File: src/design/mpmc_mem_pkg.sv
package mpmc_mem_pkg;

	// ==============================
	// Application port types
	// ==============================

	typedef logic [28:0] app_addr_t;
	typedef logic [127:0] mem_data_t;

	// A set bit keeps the byte unwritten
	typedef logic [15:0] mem_mask_t;

	typedef enum logic [2:0] {
		MEM_WRITE = 3'd0,
		MEM_READ  = 3'd1
	} mem_cmd_e;

	// ==============================
	// Sequencer states
	// ==============================

	typedef enum logic [2:0] {
		IDLE,
		WRITE_DATA,
		WRITE_CMD,
		READ_CMD,
		READ_WAIT,
		AMO_CALC,
		RESP
	} seq_state_e;

endpackage

File: src/design/mpmc_wb_pkg.sv
package mpmc_wb_pkg;

	// ==============================
	// Channel widths
	// ==============================

	typedef logic [31:0] wb_adr_t;
	typedef logic [127:0] wb_data_t;
	typedef logic [15:0] wb_sel_t;

	// Up to eight channels
	typedef logic [2:0] ch_id_t;

	// Atomic commands operate on the full 128-bit word
	typedef enum logic [3:0] {
		CMD_RW   = 4'd0,
		CMD_ADD  = 4'd1,
		CMD_AND  = 4'd2,
		CMD_OR   = 4'd3,
		CMD_EOR  = 4'd4,
		CMD_MINU = 4'd5,
		CMD_MAXU = 4'd6
	} amo_op_e;

	// ==============================
	// Channel request and response
	// ==============================

	typedef struct packed {
		logic cyc;
		logic stb;
		logic we;
		wb_sel_t sel;
		wb_adr_t adr;
		wb_data_t dat;
		amo_op_e cmd;
	} wb_req_t;

	typedef struct packed {
		logic ack;
		wb_data_t dat;
	} wb_resp_t;

endpackage

File: src/design/mpmc_resp_router.sv
module mpmc_resp_router
	import mpmc_wb_pkg::*;
	import mpmc_mem_pkg::*;
#(
	parameter int NUM_CH = 4
)
(
	input logic mem_ui_clk,
	input logic mem_ui_rst,
	input logic done,
	input ch_id_t gnt_ch,
	input mem_data_t rd_word,
	output wb_resp_t ch_resp [NUM_CH]
);

	logic [NUM_CH-1:0] ack_r;

	// Ack only the granted channel, one cycle after done
	always_ff @(posedge mem_ui_clk)
	begin
		if (mem_ui_rst)
			ack_r <= '0;
		else
		begin
			for (int i = 0; i < NUM_CH; i++)
				ack_r[i] <= done && (gnt_ch == ch_id_t'(i));
		end
	end

	// Read word or old atomic value, meaningless after a write
	always_comb
	begin
		for (int i = 0; i < NUM_CH; i++)
		begin
			ch_resp[i].ack = ack_r[i];
			ch_resp[i].dat = rd_word;
		end
	end

endmodule

File: config.mk
export PLATFORM = sky130hd
export DESIGN_NAME = mpmc_resp_router
export DESIGN_NICKNAME = d
export VERILOG_FILES = /design/src/design/mpmc_mem_pkg.sv /design/src/design/mpmc_wb_pkg.sv /design/src/design/mpmc_resp_router.sv
export SDC_FILE = /design/constraint.sdc
export NUM_CORES = 1
export LEC_CHECK = 0
export BUFFER_PORTS_ARGS = -buffer_cell sky130_fd_sc_hd__buf_2
export CAP_MARGIN = 40
export CORE_AREA = 2 2 256 258
export CTS_CLUSTER_SIZE = 16
export DETAILED_ROUTE_END_ITERATION = 7
export DIE_AREA = 0 0 258 260
export PLACE_DENSITY_LB_ADDON = 0.1
export SYNTH_ARGS = -nofsm -noshare
export SYNTH_HDL_FRONTEND = slang
export SYNTH_SLANG_ARGS = --single-unit
export TNS_END_PERCENT = 100
File: constraint.sdc
create_clock -name mem_ui_clk -period 0.8 [get_ports mem_ui_clk]
set_input_delay 0.04 -clock mem_ui_clk [delete_from_list [all_inputs] [get_ports mem_ui_clk]]
set_output_delay 0.04 -clock mem_ui_clk [all_outputs]
set_load 0.03 [all_outputs]
# Word-level counts from Yosys, hierarchy flattened
# Index checks and enable logic that the tools add are counted.
[totals]
reg_bits = 4
input_bits = 134
out_inout_bits = 516
wordCells = 9
[op_classes]
eq_ne = 3
reduce_logical = 5
[ops]
columns = ["cell", "n"]
rows = [
  ["equality test 3 x 2 -> 1 bit, second input constant", 2],
  ["logical AND 1 bit", 4],
  ["equality test 3 x 1 -> 1 bit, second input constant", 1],
  ["zero test 3 bit", 1],
]

# Logic depth before layout (Yosys ltp)
[logic_depth]
word_depth = 2
mapped_depth = 2
depth_no_buf = 2

# Worst setup path after synthesis
# Ideal clock, no wire load.
[synth_path]
path_type = "register to output"
start = "reg ack_r[3]"
end = "out ch_resp[128] in the netlist's numbering"
arrival_ns = 0.459
required_time_ns = 0.760
setup_slack_ns = 0.301
path_stages_with_launch = 1
path_buffers = 0
path_cell_list = "dfxtp_1"
[synth_rtl]
columns = ["element", "line_no", "rtl"]
rows = [
  ["start: declaration", "mpmc_resp_router.sv:16", "logic [NUM_CH-1:0] ack_r;"],
  ["start signal: indexed assignment", "mpmc_resp_router.sv:26", "ack_r[i] <= done && (gnt_ch == ch_id_t'(i));"],
  ["end: declaration", "mpmc_resp_router.sv:13", "output wb_resp_t ch_resp [NUM_CH]"],
]
# No word-level cell between the ends.

# Worst setup path in the final report
[layout_path]
start = "reg ack_r[3]"
end = "out ch_resp[128] in the netlist's numbering"
# No word-level cell between the ends.

==> results.txt <==
----------------------------------------------------
[Worst setup path]
  Ordered cell list for the critical path ... buf_4
  Kind of launch point of the worst setup path ... flip-flop
  Maximum fanout along the worst path ... 1
  Critical path data arrival time ... slightly above 700 ps
  Worst Setup Path Type ... flip-flop to primary output
  Crit path largest cell delay ... around 330 ps
  Sort of element at the end of the critical path ... primary output
  Dominant delay contributor by cell family on the critical path ... flip-flops
  Buffer and inverter count on the worst path ... 1
  Slowest CP cell ... dfxtp_1
  Critical path data required time ... approximately 760 ps

[Global route]
  Number of global-route vias before repair ... 715
  M1 GR Usage ... 0.1700%
  Total track usage ... under 10%
  First-pass GRT wire length ... just under 7 mm
  Met3 layer usage reported by global route ... about 1.7%
  Global Route met2 Usage ... under 10%
  Global route hottest layer ... met4
  Pin count of the biggest net entering global routing ... 5
  Total global routing overflow ... 0
  Initial antenna violation count ... 0

[Power and ir drop]
  VDD IR-drop max ... 0.0003337 V
  Leak ... roughly 0.14 nW
  Areal power density over the cells ... 775.1 nW/um^2

[Clocking]
  Number of buffers added by the clock tree synthesis step ... 3
  H-tree levels ... 1
  Clock transition at the registers of the reported paths ... 30 ps
  Post-CTS resize count ... 5
  Buffers inserted by post-CTS timing repair ... 0
  TritonCTS clock tree ... done
  Clk sinks ... 4
  Clock tree root buffer cell ... clkbuf_16
  Count of hold buffers inserted by post-cts repair ... 0
  Max clock buf depth ... 2

[STA]
  Max transition margin ... 88.22%
  RSZ-0062 raised after global routing ... no
  Min cycle time layout ... roughly 760 ps
  Final hold violation count ... 0
  Max-slew violations ... 0
  Setup-violating endpoint count in the final report ... 0
  Final-layout setup total negative slack ... 0 ps
  Fmax achieved ... approximately 1.3 GHz
  Transition at the pin with the smallest max-transition slack ... 176.4 ps
  Crit share post-route ... 95.18%
  Final Hold Slack ... 57.90 ps

[Layout]
  Reg with most FFs ... ack_r
  Largest registers ... ack_r: 4 flops
  Most frequent cells in the layout ... 6 x buf_2, 3 x dfxtp_1, 3 x clkbuf_16
  P&R area growth vs syn ... -66.22%
  Most common cell after layout, fill and taps aside ... buf_2
  Share of cells above drive strength 1 ... 71.43%
  Max reg flops ... 4
  Net count reported at finish ... between 150 and 200
  Count of fill cells added during filler insertion ... ~7,600
  Number of diodes ... 0

[Yosys]
  Area leader, netlist ... buf_4
  Biggest area contributors in the synthesized netlist ... buf_4 96%, dfxtp_1 2.0%, nor4bb_4 0.63%, and4b_1 0.50%, nor2_4 0.28%
  Proportion of netlist area held by the largest area contributor ... a little over nine tenths
  Syn Area/Cell ... ~7.7 um^2
  Synthesis warning total ... 0
  Count of state elements after synthesis ... 4
  Gate count after technology mapping ... between 500 and 600
  Count of cell types in the netlist ... 6
  Post-synthesis net count ... approximately 660
  Sequential-to-total area share from yosys stat ... 2.008%
  Netlist area before placement ... approximately 4000 um^2

[Routing]
  Post-route antenna net violation count ... 0
  Wire length per cell ... 6.553 um
  DRC violation total after the first TritonRoute iteration ... 11
  Vias per cell ... a little over 0.6
  Via count ... approximately 540
  Count of unresolved DRC violations after routing ... 0
  Detailed-route wire length ... approximately 5.7 mm
  DR pass1 iterations ... 3

[Floorplanning]
  # IOs ... between 600 and 700
  Die height ... approximately 260 um
  Die ar. ... 67,080 um^2
  Initial core utilization ... under 10%
  Core Footprint ... roughly 64,000 um^2
  Number of cell rows ... 93
  Horizontal extent of the die ... 258 um

[Run status]
  Result of the run ... complete, no violations

[Placement]
  Final estimated routing congestion in global placement ... approximately 0.54
  Number of I/O port buffers ... 9

[Flow run]
  Max_cap viols ... 0

[Hold path]
  Worst hold path class ... primary input to flip-flop

----------------------------------------------------
## Yosys cell counts
master,instances
dfxtp_1,4
buf_4,512
nor4bb_4,1
and4_1,1
nor2_4,1
and4b_1,2
## layer usage
metal / share of wire [%] / up-vias
li1: - / 59
met1: 5.1 / 103
met2: 39 / 241
met3: 29 / 136
met4: 27 / 0
met5: 0 / -
## report_power, final
group | leakage [nW] | switching, W | internal (W)
clock network | 0.0370 | 0.000147 | 0.000639
registers | 0.0329 | 0.00000180 | 0.000204
logic | 0.0712 | 0.0000286 | 0.0000232
## area by class of cell
type                    count  area, um^2  share of cell area [%]
clock buffers               3       75.07                   5.571
repair buffers              9       56.30                   4.178
flip-flops and latches      4       81.33                   6.035
well taps                 855        1070                   79.39
multi-input cells           5       65.06                   4.828
## cell families after synthesis
family / synth area share [%]
buf+inv: 96.36
flops: 2.008
simple gates: 1.631
## final timing paths
check                           start                   to  cells past startpoint
setup / recovery  ack_r[3]$_SDFF_PP0_         ch_resp[128]                      1
hold / removal              gnt_ch[1]  ack_r[0]$_SDFF_PP0_                      2
## through the flow
stage | std cells | setup slack (ps) | cell area (um^2) | power [W] | utilization (%)
after CTS | 876 | 19.20 | 1348 | 0.001066 | 2.102
after floorplan | 521 | 300.7 | 3989 | 0.005019 | -
final | 876 | 38.53 | 1348 | 0.001045 | 2.102
after global placement | 873 | 178.1 | 1260 | 0.0002618 | 1.965
after global routing | 876 | 1.549 | 1348 | 0.001076 | 2.102
after detailed placement | 873 | 190.7 | 1260 | 0.0002610 | 1.965
(Power assumes the default switching activity.)
