[config.mk]
export PLATFORM = sky130hd
export DESIGN_NAME = mpmc_sequencer
export DESIGN_NICKNAME = d
export VERILOG_FILES = /design/src/design/mpmc_mem_pkg.sv /design/src/design/mpmc_wb_pkg.sv /design/src/design/mpmc_sequencer.sv
export SDC_FILE = /design/constraint.sdc
export NUM_CORES = 1
export LEC_CHECK = 0
export BUFFER_PORTS_ARGS = -buffer_cell sky130_fd_sc_hd__buf_2
export CAP_MARGIN = 15
export CORE_AREA = 2 2 90 92
export DETAILED_ROUTE_END_ITERATION = 16
export DIE_AREA = 0 0 92 94
export GPL_ROUTABILITY_DRIVEN = 0
export PLACE_DENSITY = 0.5
export SLEW_MARGIN = 25
export SYNTH_ARGS = -nofsm -noshare
export SYNTH_HDL_FRONTEND = slang
export SYNTH_SLANG_ARGS = --single-unit
[constraint.sdc]
create_clock -name mem_ui_clk -period 1.9 [get_ports mem_ui_clk]
set_clock_uncertainty 0.15 [all_clocks]
set_input_delay 0.285 -clock mem_ui_clk [delete_from_list [all_inputs] [get_ports mem_ui_clk]]
set_output_delay 0.285 -clock mem_ui_clk [all_outputs]
set_load 0.02 [all_outputs]
[src/design/mpmc_mem_pkg.sv]
package mpmc_mem_pkg;

	// ==============================
	// Application port types
	// ==============================

	typedef logic [28:0] app_addr_t;
	typedef logic [127:0] mem_data_t;

	// A set bit keeps the byte unwritten
	typedef logic [15:0] mem_mask_t;

	typedef enum logic [2:0] {
		MEM_WRITE = 3'd0,
		MEM_READ  = 3'd1
	} mem_cmd_e;

	// ==============================
	// Sequencer states
	// ==============================

	typedef enum logic [2:0] {
		IDLE,
		WRITE_DATA,
		WRITE_CMD,
		READ_CMD,
		READ_WAIT,
		AMO_CALC,
		RESP
	} seq_state_e;

endpackage

[src/design/mpmc_wb_pkg.sv]
package mpmc_wb_pkg;

	// ==============================
	// Channel widths
	// ==============================

	typedef logic [31:0] wb_adr_t;
	typedef logic [127:0] wb_data_t;
	typedef logic [15:0] wb_sel_t;

	// Up to eight channels
	typedef logic [2:0] ch_id_t;

	// Atomic commands operate on the full 128-bit word
	typedef enum logic [3:0] {
		CMD_RW   = 4'd0,
		CMD_ADD  = 4'd1,
		CMD_AND  = 4'd2,
		CMD_OR   = 4'd3,
		CMD_EOR  = 4'd4,
		CMD_MINU = 4'd5,
		CMD_MAXU = 4'd6
	} amo_op_e;

	// ==============================
	// Channel request and response
	// ==============================

	typedef struct packed {
		logic cyc;
		logic stb;
		logic we;
		wb_sel_t sel;
		wb_adr_t adr;
		wb_data_t dat;
		amo_op_e cmd;
	} wb_req_t;

	typedef struct packed {
		logic ack;
		wb_data_t dat;
	} wb_resp_t;

endpackage

[src/design/mpmc_sequencer.sv]
module mpmc_sequencer
	import mpmc_wb_pkg::*;
	import mpmc_mem_pkg::*;
(
	input logic mem_ui_clk,
	input logic mem_ui_rst,
	input logic gnt_valid,
	input wb_req_t gnt_req,
	input logic app_rdy,
	input logic app_wdf_rdy,
	input logic app_rd_data_valid,
	output logic app_en,
	output logic app_wdf_wren,
	output logic app_wdf_end,
	output mem_cmd_e app_cmd,
	output app_addr_t app_addr,
	output seq_state_e state,
	output logic done,
	output logic gnt_release
);

	logic is_amo;
	logic is_write;
	seq_state_e state_nxt;

	// Atomics always start with a read, whatever we says
	assign is_amo = (gnt_req.cmd != CMD_RW);
	assign is_write = gnt_req.we && !is_amo;

	// ==============================
	// State machine
	// ==============================

	always_comb
	begin
		state_nxt = state;
		case (state)
			IDLE:
			begin
				if (gnt_valid)
					state_nxt = is_write ? WRITE_DATA : READ_CMD;
			end
			READ_CMD:
			begin
				if (app_rdy)
					state_nxt = READ_WAIT;
			end
			READ_WAIT:
			begin
				if (app_rd_data_valid)
					state_nxt = is_amo ? AMO_CALC : RESP;
			end
			// Single cycle for the result register
			AMO_CALC:
				state_nxt = WRITE_DATA;
			WRITE_DATA:
			begin
				if (app_wdf_rdy)
					state_nxt = WRITE_CMD;
			end
			WRITE_CMD:
			begin
				if (app_rdy)
					state_nxt = RESP;
			end
			RESP:
				state_nxt = IDLE;
			default:
				state_nxt = IDLE;
		endcase
	end

	always_ff @(posedge mem_ui_clk)
	begin
		if (mem_ui_rst)
			state <= IDLE;
		else
			state <= state_nxt;
	end

	// ==============================
	// Application port
	// ==============================

	// Outputs follow the state, so they hold while the port stalls
	assign app_en = (state == READ_CMD) || (state == WRITE_CMD);
	assign app_cmd = (state == WRITE_CMD) ? MEM_WRITE : MEM_READ;

	// One 128-bit word per access
	assign app_addr = {gnt_req.adr[28:4], 4'h0};

	// Single beat, so every write beat is also the last one
	assign app_wdf_wren = (state == WRITE_DATA);
	assign app_wdf_end = (state == WRITE_DATA);

	// Completion on the last edge of the memory access
	assign done = ((state == READ_WAIT) && app_rd_data_valid && !is_amo) ||
		((state == WRITE_CMD) && app_rdy);

	assign gnt_release = (state == RESP);

endmodule

* Word-level counts from Yosys, hierarchy flattened *
Index checks and enable logic that the tools add are counted.

word-level totals
  input bits = 189
  output and inout bits = 40
  logic and storage cells = 31
  flip-flop bits (word level) = 3

operators by class
  mux-type cells = 9
  equality and inequality tests = 11
  reduce and logical (&&, ||, !) cells = 10

operator list
  kind                count
  $pmux 3 s6          1
  $mux 3              5
  $ne 2x2->1 const B  5
  $eq 3x3->1 const B  3
  $eq 3x2->1 const B  2
  $reduce_and 5->1    1
  $logic_and 1x1->1   4
  $mux 2              2
  $reduce_bool 4->1   1
  $eq 3x1->1 const B  1
  $logic_not 3->1     1
  $logic_or 1x1->1    2
  $logic_not 1->1     1
  $mux 1              1

* Depth between registers and ports, before layout *
  word-level depth = 6
  depth in mapped cells = 5
  gate-level depth less buffers = 4

* Worst setup path before layout *
Ideal clock, no wire load.

  path type = register to output
  start point = register state[1]
  end point = output port done
  arrival time = 1.522 ns
  cell stages (with the launch flop) = 4
  data required time = 1.465 ns
  path buffers = 0
  slack = -0.057 ns
  cells stage by stage = dfxtp_1 > nor2b_1 > nand2_1 > a21oi_1

on the way
  cells in the longest elaborated chain, start to end = 4
  elaborated cells between the ends (all ways) = 6
  classes of those cells = eq/ne (2); reduce/logical (4)

RTL lines
  what                            RTL line              RTL
  start, declared                 mpmc_sequencer.sv:17  output seq_state_e state,
  start signal, assigned          mpmc_sequencer.sv:78  state <= state_nxt;
  $eq 3x3->1                      mpmc_sequencer.sv:97  assign done = ((state == READ_WAIT) && app_rd_data_valid && !is_amo) ||
  $logic_and 1x1->1 (2 in a row)  mpmc_sequencer.sv:97
  $logic_or 1x1->1 *              mpmc_sequencer.sv:97
  end, declared                   mpmc_sequencer.sv:18  output logic done,

Mark *: on every way between the ends. The rest lies on a longest branch, timed or not.

* Worst setup path after layout *
Ends and elaborated chain as after synthesis.

==> run summary <==
CP Capture Type - primary output
Mapped Area - 512 sq um
setup slack, reg-to-reg - 320 ps
wire per inst - 7.23 um
FFs w/ async S/R, synth - 0%
max-slew violations - 0
Synth Area in Compound Gates - 8.80%
syn avg cell area - 7.87 sq um
grt ovf - 0
DR pass1 iterations - 4
CTS Sinks - 3
CTS tree - built
number of synthesized flops with an enable pin - 0
Worst Setup Start Kind - flop
Largest register FFs - 3
r2r startpoint - state[0]$_SDFFE_PP0P_
vias in the first global route - 324
DR vias - 340
die height - 94 um
Clock Latency Late Sink - 210 ps
register area share after synthesis - 11.7%
Crit-path slowest cell - dfxtp_2
share of post-route cells with drive strength above 1 - 45.8%
final worst-path cycle share - 91.4%
DRC viols - 0
antenna violations before repair - 1
IO Port Bufs - 19
CP Class - reg -> out
setup TNS - 0 ps
critical path's largest stage delay - 410 ps
FF-to-FF End - state[0]$_SDFFE_PP0P_
largest area contributor in the netlist - buf_4
unrepaired setup endpoints after global routing - no
Hold Path Class - in -> reg
#FFs+latches synth - 3
Pleak - 0.000208 uW
vias per cell - 2.10
Worst EP arrival - 1300 ps
status - completed
Total Power - 712 uW
Reg clk slew, reported paths - 30 ps
critical-path cell list - nor2b_2 > nand2_1 > a21oi_1 > buf_2
smallest hold slack - 133 ps
number of CTS-inserted buffers - 3
PwrDens - 1290 nW/um^2
Die ar. - 8650 sq um
first-pass GRT wire length - 1690 um
Rows - 32
largest net degree at the start of global routing - 13
Post-Synth XOR/XNOR Area - 0%
Total Wirelength - 1170 um
ranking of synthesized cells by area - buf_4 48%, dfxtp_1 12%, nor4_4 4.2%, nor2b_1 3.7%, a21oi_1 2.9%
largest family of logic cells by synthesized area - buffers and inverters
top flop regs - state x3
clock root cell - clkbuf_8
setup violators final - 0
WP data required - 1460 ps
CP max FO - 10
# fillers - 911
Area Overhead vs Synth - 7.82%
Distinct cells, synth - 24
Worst VDD drop - 0.206 mV
min Tclk post-route - 1740 ps
# IOs - 229
Fmax - 0.576 GHz
Antenna Nets Post-Route - 0
Synth top area share - 48.4%
max_cap viols - 0
nets - 249
Most used DFF post-synth - dfxtp_1
1st-iter DRT viols - 9
Reg2Reg Depth - 4
Total GRT Usage - 2.67%
final hold violations - 0
CTS H-tree lvls - 1
deepest clock path buffer count - 2
Syn Inst Count - 65
Worst Setup EP - done
Yosys warnings - 0
hpwl dp - 965 um
multiplexer share of the synthesized area - 1.96%
largest reg by FF count - state
CORE AREA - 7610 sq um
CP Launch Point - state[1]$_SDFFE_PP0P_
Initial Util - 6.73%
Die X - 92 um
Synth Area in Simple Gates - 26.7%
adder-cell share of the synthesized area - 0%
-- cells in the final DEF (no fill, tap or decap), types with 2 or more instances in the layout --
| cell | n |
|---|---|
| a21oi_1 | 3 |
| buf_2 | 19 |
| clkbuf_8 | 3 |
| conb_1 | 6 |
| dfxtp_1 | 2 |
| nand2_1 | 2 |
| nor2_1 | 2 |
| nor2b_1 | 2 |
| nor3_1 | 2 |
-- worst max-delay path, delay by kind of cell, from the launching register on --
kind	cells	cell delay (ps)
flops	1	410
simple gates	2	340
buf+inv	1	190
compound gates	1	150
-- worst min-delay path by stage --
stage | start | endpoint | depth (start not counted)
floorplan | mem_ui_rst | state[2]$_SDFFE_PP0P_ | 1
global placement | mem_ui_rst | state[2]$_SDFFE_PP0P_ | 2
detailed placement | mem_ui_rst | state[2]$_SDFFE_PP0P_ | 2
CTS | mem_ui_rst | state[2]$_SDFFE_PP0P_ | 2
global route | mem_ui_rst | state[2]$_SDFFE_PP0P_ | 2
finish | mem_ui_rst | state[2]$_SDFFE_PP0P_ | 2
-- cell usage after synthesis, types with 2 or more instances --
| cell type | n |
|---|---|
| buf_4 | 33 |
| nor2b_1 | 3 |
| nand2_1 | 2 |
| a21oi_1 | 3 |
| dfxtp_1 | 3 |
| nor2_1 | 2 |
| nor3_1 | 2 |
-- layer usage --
| metal | global-route usage [%] | wire length (um) |
|---|---|---|
| met5 | 0 | 0 |
| met4 | 2.61 | 14 |
| met3 | 0.803 | 142 |
| met2 | 3.86 | 533 |
| met1 | 3.09 | 480 |
-- logic make-up (layout without fill, tap and decap cells) --
| group | after synthesis | in the layout |
|---|---|---|
| buffers and inverters | 35 | 24 |
| and+or+nand+nor | 18 | 18 |
| AOI/OAI and AO/OA | 7 | 7 |
| DFF | 3 | 3 |
| other | 1 | 7 |
| muxes | 1 | 1 |
-- power breakdown --
group	leakage, uW	internal, uW	total, uW	switching (uW)
Combinational	0.000160	148	363	214
Sequential	0.0000251	92.7	163	70.8
Clock	0.0000228	143	186	42.5
-- stage by stage --
stage,utilization (%),instance area (sq um),setup WS [ps],cells
global route,7.22,549,78.6,161
CTS,7.20,548,64.4,161
finish,7.25,552,164,162
detailed placement,6.61,503,177,157
floorplan,-,533,79.6,70
global placement,6.61,503,165,157
-- what timing repair did --
action / 4_1_cts / 5_1_grt
resized for setup: 0 / 1
endpoints found under the setup margin: 0 / 1
buffers inserted: 0 / 0
hold buffers: 0 / 0
-- layout make-up --
cell class,instances,area (sq um),share of cell area [%]
inverters,1,3.75,0.680
well taps,102,128,23.1
repair buffers,19,95.1,17.2
multi-input cells,32,216,39.2
flip-flops and latches,3,61.3,11.1
diodes,1,2.50,0.454
clock buffers,4,45.0,8.16
Note: power is estimated with default switching activity, not from simulation.
