**src/design/mpmc_mem_pkg.sv**
```systemverilog
package mpmc_mem_pkg;

	// ==============================
	// Application port types
	// ==============================

	typedef logic [28:0] app_addr_t;
	typedef logic [127:0] mem_data_t;

	// A set bit keeps the byte unwritten
	typedef logic [15:0] mem_mask_t;

	typedef enum logic [2:0] {
		MEM_WRITE = 3'd0,
		MEM_READ  = 3'd1
	} mem_cmd_e;

	// ==============================
	// Sequencer states
	// ==============================

	typedef enum logic [2:0] {
		IDLE,
		WRITE_DATA,
		WRITE_CMD,
		READ_CMD,
		READ_WAIT,
		AMO_CALC,
		RESP
	} seq_state_e;

endpackage

```
**src/design/mpmc_wb_pkg.sv**
```systemverilog
package mpmc_wb_pkg;

	// ==============================
	// Channel widths
	// ==============================

	typedef logic [31:0] wb_adr_t;
	typedef logic [127:0] wb_data_t;
	typedef logic [15:0] wb_sel_t;

	// Up to eight channels
	typedef logic [2:0] ch_id_t;

	// Atomic commands operate on the full 128-bit word
	typedef enum logic [3:0] {
		CMD_RW   = 4'd0,
		CMD_ADD  = 4'd1,
		CMD_AND  = 4'd2,
		CMD_OR   = 4'd3,
		CMD_EOR  = 4'd4,
		CMD_MINU = 4'd5,
		CMD_MAXU = 4'd6
	} amo_op_e;

	// ==============================
	// Channel request and response
	// ==============================

	typedef struct packed {
		logic cyc;
		logic stb;
		logic we;
		wb_sel_t sel;
		wb_adr_t adr;
		wb_data_t dat;
		amo_op_e cmd;
	} wb_req_t;

	typedef struct packed {
		logic ack;
		wb_data_t dat;
	} wb_resp_t;

endpackage

```
**src/design/mpmc_data_path.sv**
```systemverilog
module mpmc_data_path
	import mpmc_wb_pkg::*;
	import mpmc_mem_pkg::*;
(
	input logic mem_ui_clk,
	input logic mem_ui_rst,
	input wb_req_t gnt_req,
	input seq_state_e state,
	input mem_data_t app_rd_data,
	input logic app_rd_data_valid,
	output mem_data_t rd_word,
	output mem_data_t app_wdf_data,
	output mem_mask_t app_wdf_mask
);

	mem_data_t amo_calc;
	mem_data_t amo_result;
	logic use_result;

	// Only one read is ever outstanding
	always_ff @(posedge mem_ui_clk)
	begin
		if (app_rd_data_valid)
			rd_word <= app_rd_data;
	end

	// ==============================
	// Atomic unit
	// ==============================

	always_comb
	begin
		case (gnt_req.cmd)
			CMD_ADD:  amo_calc = rd_word + gnt_req.dat;
			CMD_AND:  amo_calc = rd_word & gnt_req.dat;
			CMD_OR:   amo_calc = rd_word | gnt_req.dat;
			CMD_EOR:  amo_calc = rd_word ^ gnt_req.dat;
			// Unsigned compare across all 128 bits
			CMD_MINU: amo_calc = (rd_word < gnt_req.dat) ? rd_word : gnt_req.dat;
			CMD_MAXU: amo_calc = (rd_word > gnt_req.dat) ? rd_word : gnt_req.dat;
			default:  amo_calc = rd_word;
		endcase
	end

	always_ff @(posedge mem_ui_clk)
	begin
		if (state == AMO_CALC)
			amo_result <= amo_calc;
	end

	// Marks that the write phase belongs to an atomic
	always_ff @(posedge mem_ui_clk)
	begin
		if (mem_ui_rst)
			use_result <= 1'b0;
		else if (state == AMO_CALC)
			use_result <= 1'b1;
		else if (state == IDLE)
			use_result <= 1'b0;
	end

	// ==============================
	// Write data and mask
	// ==============================

	// Atomics rewrite the whole word
	assign app_wdf_data = use_result ? amo_result : gnt_req.dat;
	assign app_wdf_mask = use_result ? '0 : ~gnt_req.sel;

endmodule

```
**config.mk**
```make
export PLATFORM = sky130hd
export DESIGN_NAME = mpmc_data_path
export DESIGN_NICKNAME = d
export VERILOG_FILES = /design/src/design/mpmc_mem_pkg.sv /design/src/design/mpmc_wb_pkg.sv /design/src/design/mpmc_data_path.sv
export SDC_FILE = /design/constraint.sdc
export NUM_CORES = 1
export LEC_CHECK = 0
export BUFFER_PORTS_ARGS = -buffer_cell sky130_fd_sc_hd__buf_2
export CELL_PAD_IN_SITES_DETAIL_PLACEMENT = 0
export CELL_PAD_IN_SITES_GLOBAL_PLACEMENT = 2
export CORE_MARGIN = 5
export CORE_UTILIZATION = 33
export CTS_CLUSTER_DIAMETER = 120
export DETAILED_ROUTE_END_ITERATION = 8
export GPL_ROUTABILITY_DRIVEN = 0
export PLACE_DENSITY = 0.82
export SYNTH_ARGS = -nofsm -noshare
export SYNTH_HDL_FRONTEND = slang
export SYNTH_SLANG_ARGS = --single-unit
```
**constraint.sdc**
```tcl
create_clock -name mem_ui_clk -period 4.9 [get_ports mem_ui_clk]
set_input_delay 0 -clock mem_ui_clk [delete_from_list [all_inputs] [get_ports mem_ui_clk]]
set_output_delay 0 -clock mem_ui_clk [all_outputs]
set_load 0.005 [all_outputs]
```
Yosys cells after proc, flatten, opt, wreduce, memory -nomap -nowiden
Index checks and enable logic that the tools add are counted.
{"block": "word_totals", "output_inout_bits": 272, "regBits": 257, "word_cells": 26}
{"block": "classes", "n_lt_le_gt_ge": 2, "n_reduce_logical": 2, "n_bitwise": 4, "eq_ne": 7, "muxes": 7, "addsub": 1}
{"cell": "case mux 128 bit (6 select lines)", "n": 1}
{"cell": "two-way mux 128 bit", "n": 3}
{"cell": "adder 128 bit", "n": 1}
{"cell": "bitwise AND 128 bit", "n": 1}
{"cell": "> comparator 128 bit", "n": 1}
{"cell": "< comparator 128 bit", "n": 1}
{"cell": "bitwise OR 128 bit", "n": 1}
{"cell": "bitwise XOR 128 bit", "n": 1}
{"cell": "two-way mux 16 bit", "n": 1}
{"cell": "NOT 16 bit", "n": 1}
{"cell": "equality test 4 x 3 -> 1 bit, second input constant", "n": 3}
{"cell": "equality test 4 x 2 -> 1 bit, second input constant", "n": 2}
{"cell": "equality test 4 x 1 -> 1 bit, second input constant", "n": 1}
{"cell": "equality test 3 bit, second input constant", "n": 1}
{"cell": "zero test 3 bit", "n": 1}
{"cell": "two-way mux 1 bit", "n": 2}
{"cell": "nonzero test 2 bit", "n": 1}

Longest topological paths before layout
{"block": "depth", "word_depth": 3, "mapped_depth": 16, "mapped_depth_nobuf": 13}

Least setup slack after synthesis
No wires, ideal clock.
{"block": "synth_timing", "path_kind": "input -> register", "start": "input port state[2]", "end": "register amo_result[0] (enable)", "path_buffers": 0, "setup_ns": 0.502, "path_slack_ns": 1.306, "stages": 2, "t_required_ns": 4.398, "arrival_time_ns": 3.092, "path_cell_list": "nor2b_1 > and2_1"}
{"block": "synth_between", "elab_chain_cells": 1}
{"element": "start, declared", "line_no": "mpmc_data_path.sv:8", "rtl": "input seq_state_e state,"}
{"element": "equality test 3 bit", "line_no": "mpmc_data_path.sv:47", "rtl": "if (state == AMO_CALC)"}
{"element": "end signal, assigned", "line_no": "mpmc_data_path.sv:48", "rtl": "amo_result <= amo_calc;"}
{"element": "end, declared", "line_no": "mpmc_data_path.sv:17", "rtl": "mem_data_t amo_result;"}
Every way passes these cells.
A chain may end at the register's enable or synchronous reset.

Worst setup path after layout
{"block": "layout_timing", "start": "register rd_word[2]", "end": "register amo_result[91], data pin"}
{"block": "layout_between", "elab_chain_cells": 3}
{"element": "start, declared", "line_no": "mpmc_data_path.sv:11", "rtl": "output mem_data_t rd_word,"}
{"element": "start signal, assigned", "line_no": "mpmc_data_path.sv:24", "rtl": "rd_word <= app_rd_data;"}
{"element": "> comparator 128 bit / < comparator 128 bit (equally long branches)", "line_no": "mpmc_data_path.sv:40, mpmc_data_path.sv:39"}
{"element": "two-way mux 128 bit (on tied branches)", "line_no": "mpmc_data_path.sv:40, mpmc_data_path.sv:39"}
{"element": "case mux 128 bit (6 select lines) (*)", "line_no": "mpmc_data_path.sv:33", "rtl": "case (gnt_req.cmd)"}
{"element": "named net amo_calc[91]", "line_no": "mpmc_data_path.sv:16", "rtl": "mem_data_t amo_calc;"}
Mark *: on every way through the listed nets, which the timed path passes. The rest lies on a longest branch.

==> results.cfg <==
[die]
fp.dieW_um = 311
core_area_um2 = 90000
initial_core_util_pct = 33.2
dieArea_um2 = 96800
core.rowCount = 110
ios = 589
die_h_um = 311

[pwr]
p_leak_nw = 16.5
vdd_drop_max_mv = 0.240
p_per_area_nw_per_um2 = 254

[clocking]
root_buffer = clkbuf_16
clock_latency_ns = 0.62
numClockSinks = 257
cts_setup_buffers = 0
cts_inserted_buffers = 40
clk_pin_slew_worst_paths_ns = 0.06
clock_path_buffers = 3
htree_levels = 2
cts_tree = yes

[yosys]
synth.net_count = 4523
synth_top_area_cell = edfxtp_1
synthDistinctLibCells = 91
yosysMostFrequentCell = a21oi_1
syn_area_um2 = 29900
async_reset_ff_share_pct = 0
synth_edf_count = 256
yosysTopAreaCellShare_pct = 25.7
syn_avg_cell_area_um2 = 7.83
synthTopCellsByCount = 464 x a21oi_1, 443 x o21ai_0, 392 x nand2_1
ys.warnings.count = 0
synth-seq-area-share_pct = 25.8
ys_ff_latch = 257
synthCells = 3821
synth_ff_type = edfxtp_1
synth.area.top_cells = edfxtp_1 26%, ha_1 16%, a21oi_1 7.8%

[grt]
grt_max_degree = 114
grt_pass1_wl_mm = 209
grtUsageTotal_pct = 27.8
grt_pass1_vias = 32000
grt_remaining_overflow = 0
antenna_found_initial = 9

[min_path]
hp-class = in -> reg

[critical_path]
startpoint_type = flip-flop
worstSetupPathType = reg -> reg
arrival_ns = 5.11
cp_max_fo = 7
end_kind = flip-flop
required_ns = 5.24

[placement]
port_buffers = 553
dpl.hpwl_mm = 103
dpl.cell_count = 5437
postPlaceCellArea_um2 = 34400

[drt]
avgViaCountPerCell = 5.68
wl_mm = 142
drc = 0
num_vias = 32700
first_pass_iters = 6
drtIter0Drc = 2916
avgRoutedWirePerCell_um = 24.6
ant_nets = 0

[timing]
finalSetupViolations = 0
finalMaxSlewViolations = 0
relSlewSlack_pct = 29.0
finalHoldViolations = 0
post-route-min-period_ns = 4.77
rsz0062_at_grt = false
finClkSkew_ns = 0.0219
tns_ns = 0
period_share_pct = 97.3
max_freq_ghz = 0.210
worstMarginPinSlew_ns = 1.06

[cells_and_area]
fin_area_um2 = 38200
nNetsFinal = 5246
drive_above_1_share_pct = 19.3
final_cells = 5756
area_delta_synth_final_pct = 27.8
fill_cells = 9272

[run]
drv_cap = 0

[status]
outcome = complete, no violations
[cells by family (layout without fill, tap and decap cells)]
kind of cell	Yosys count	in the layout	synth area share, %
other cells	0	6	0
xor+xnor	66	66	1.93
fa+ha+maj	385	385	16.1
simple gates	962	962	14.5
buf+inv	605	1358	8.24
compound gates	1490	1490	31.6
flops	257	257	25.8
mux	56	56	1.87
[power breakdown]
group | switching [mW] | leakage [nW] | internal [mW]
clock network | 1.25 | 0.645 | 1.85
logic | 2.40 | 13.4 | 1.45
registers | 0.147 | 2.45 | 2.60
[worst paths after layout]
path,from,end,slack [ns],depth (start not counted)
worst max-delay path,rd_word[2],amo_result[91],0.13,13
worst min-delay path,gnt_req[45],amo_result[41],0.03,4
worst max register to register,rd_word[2],amo_result[91],0.13,13
worst min register to register,rd_word[48],amo_result[48],0.67,2
[placed cells by master (no fill, tap or decap), drive strengths merged, types with 16 or more instances in the layout]
cell type    count
a211oi          22
a21boi          23
a21o            55
a21oi          465
a221o           24
a221oi          80
a22oi           34
a31oi           20
buf            716
clkbuf          46
dlygate4sd3    241
edfxtp         256
ha             384
inv            331
mux2i           56
nand2          392
nand3           40
nand4           78
nor2           271
nor2b           23
nor3            53
nor4            36
o2111ai         16
o211ai          38
o21a            18
o21ai          472
o21bai          50
o221a           23
o221ai          41
o31ai           39
xnor2           51
[metal layers]
layer | vias to the layer above | GRT usage (%) | wire (um)
met5 | - | 0 | 30
met4 | 4 | 9.92 | 5260
met3 | 245 | 5.51 | 10700
met2 | 1380 | 45.0 | 64200
met1 | 15700 | 36.9 | 61600
li1 | 15400 | - | -
[stage by stage]
stage / hold slack [ns] / util, % / setup slack (ns) / total power [mW]
3_5_place_dp: 0.148 / 38.2 / 0.179 / 6.41
6_report: 0.0296 / 42.5 / 0.134 / 9.69
2_1_floorplan: 0.0269 / - / 1.31 / 4.93
3_3_place_gp: 0.154 / 38.2 / 0.278 / 6.41
4_1_cts: 0.00283 / 42.4 / 0.141 / 9.72
5_1_grt: 0.0586 / 42.5 / 0.0331 / 10.2
[state kept, by name (all words and copies together) (netlist names)]
signal      count
use_result      1
rd_word       128
amo_result    128
[what timing repair did]
action | in CTS | in global routing
hold endpoints to repair | 323 | 0
setup endpoints to repair | 0 | 17
hold buffers | 241 | 0
gates resized for setup | 0 | 4
[final cells by class]
type	count	area [um^2]	share of cell area, %
diodes	6	15.0	0.0393
clock buffers	46	1040	2.73
clock inverters	26	302	0.789
inverters	329	1230	3.23
multi-input cells	2959	19800	51.9
flip-flops and latches	257	7710	20.2
well taps	1176	1470	3.85
repair buffers	957	6600	17.3
[critical path, cell delays in order, from the launching register on]
cell	delay, ns
edfxtp_1	0.51
inv_1	0.08
ha_1	0.43
o211ai_1	0.19
nor2_1	0.13
o2111ai_1	0.22
a31oi_1	0.54
o2111ai_1	0.30
a21oi_1	0.46
o21ai_1	0.30
o31ai_1	0.78
a21o_1	0.33
xnor2_1	0.14
o21ai_0	0.08
Power figures use the tool's default switching activity.
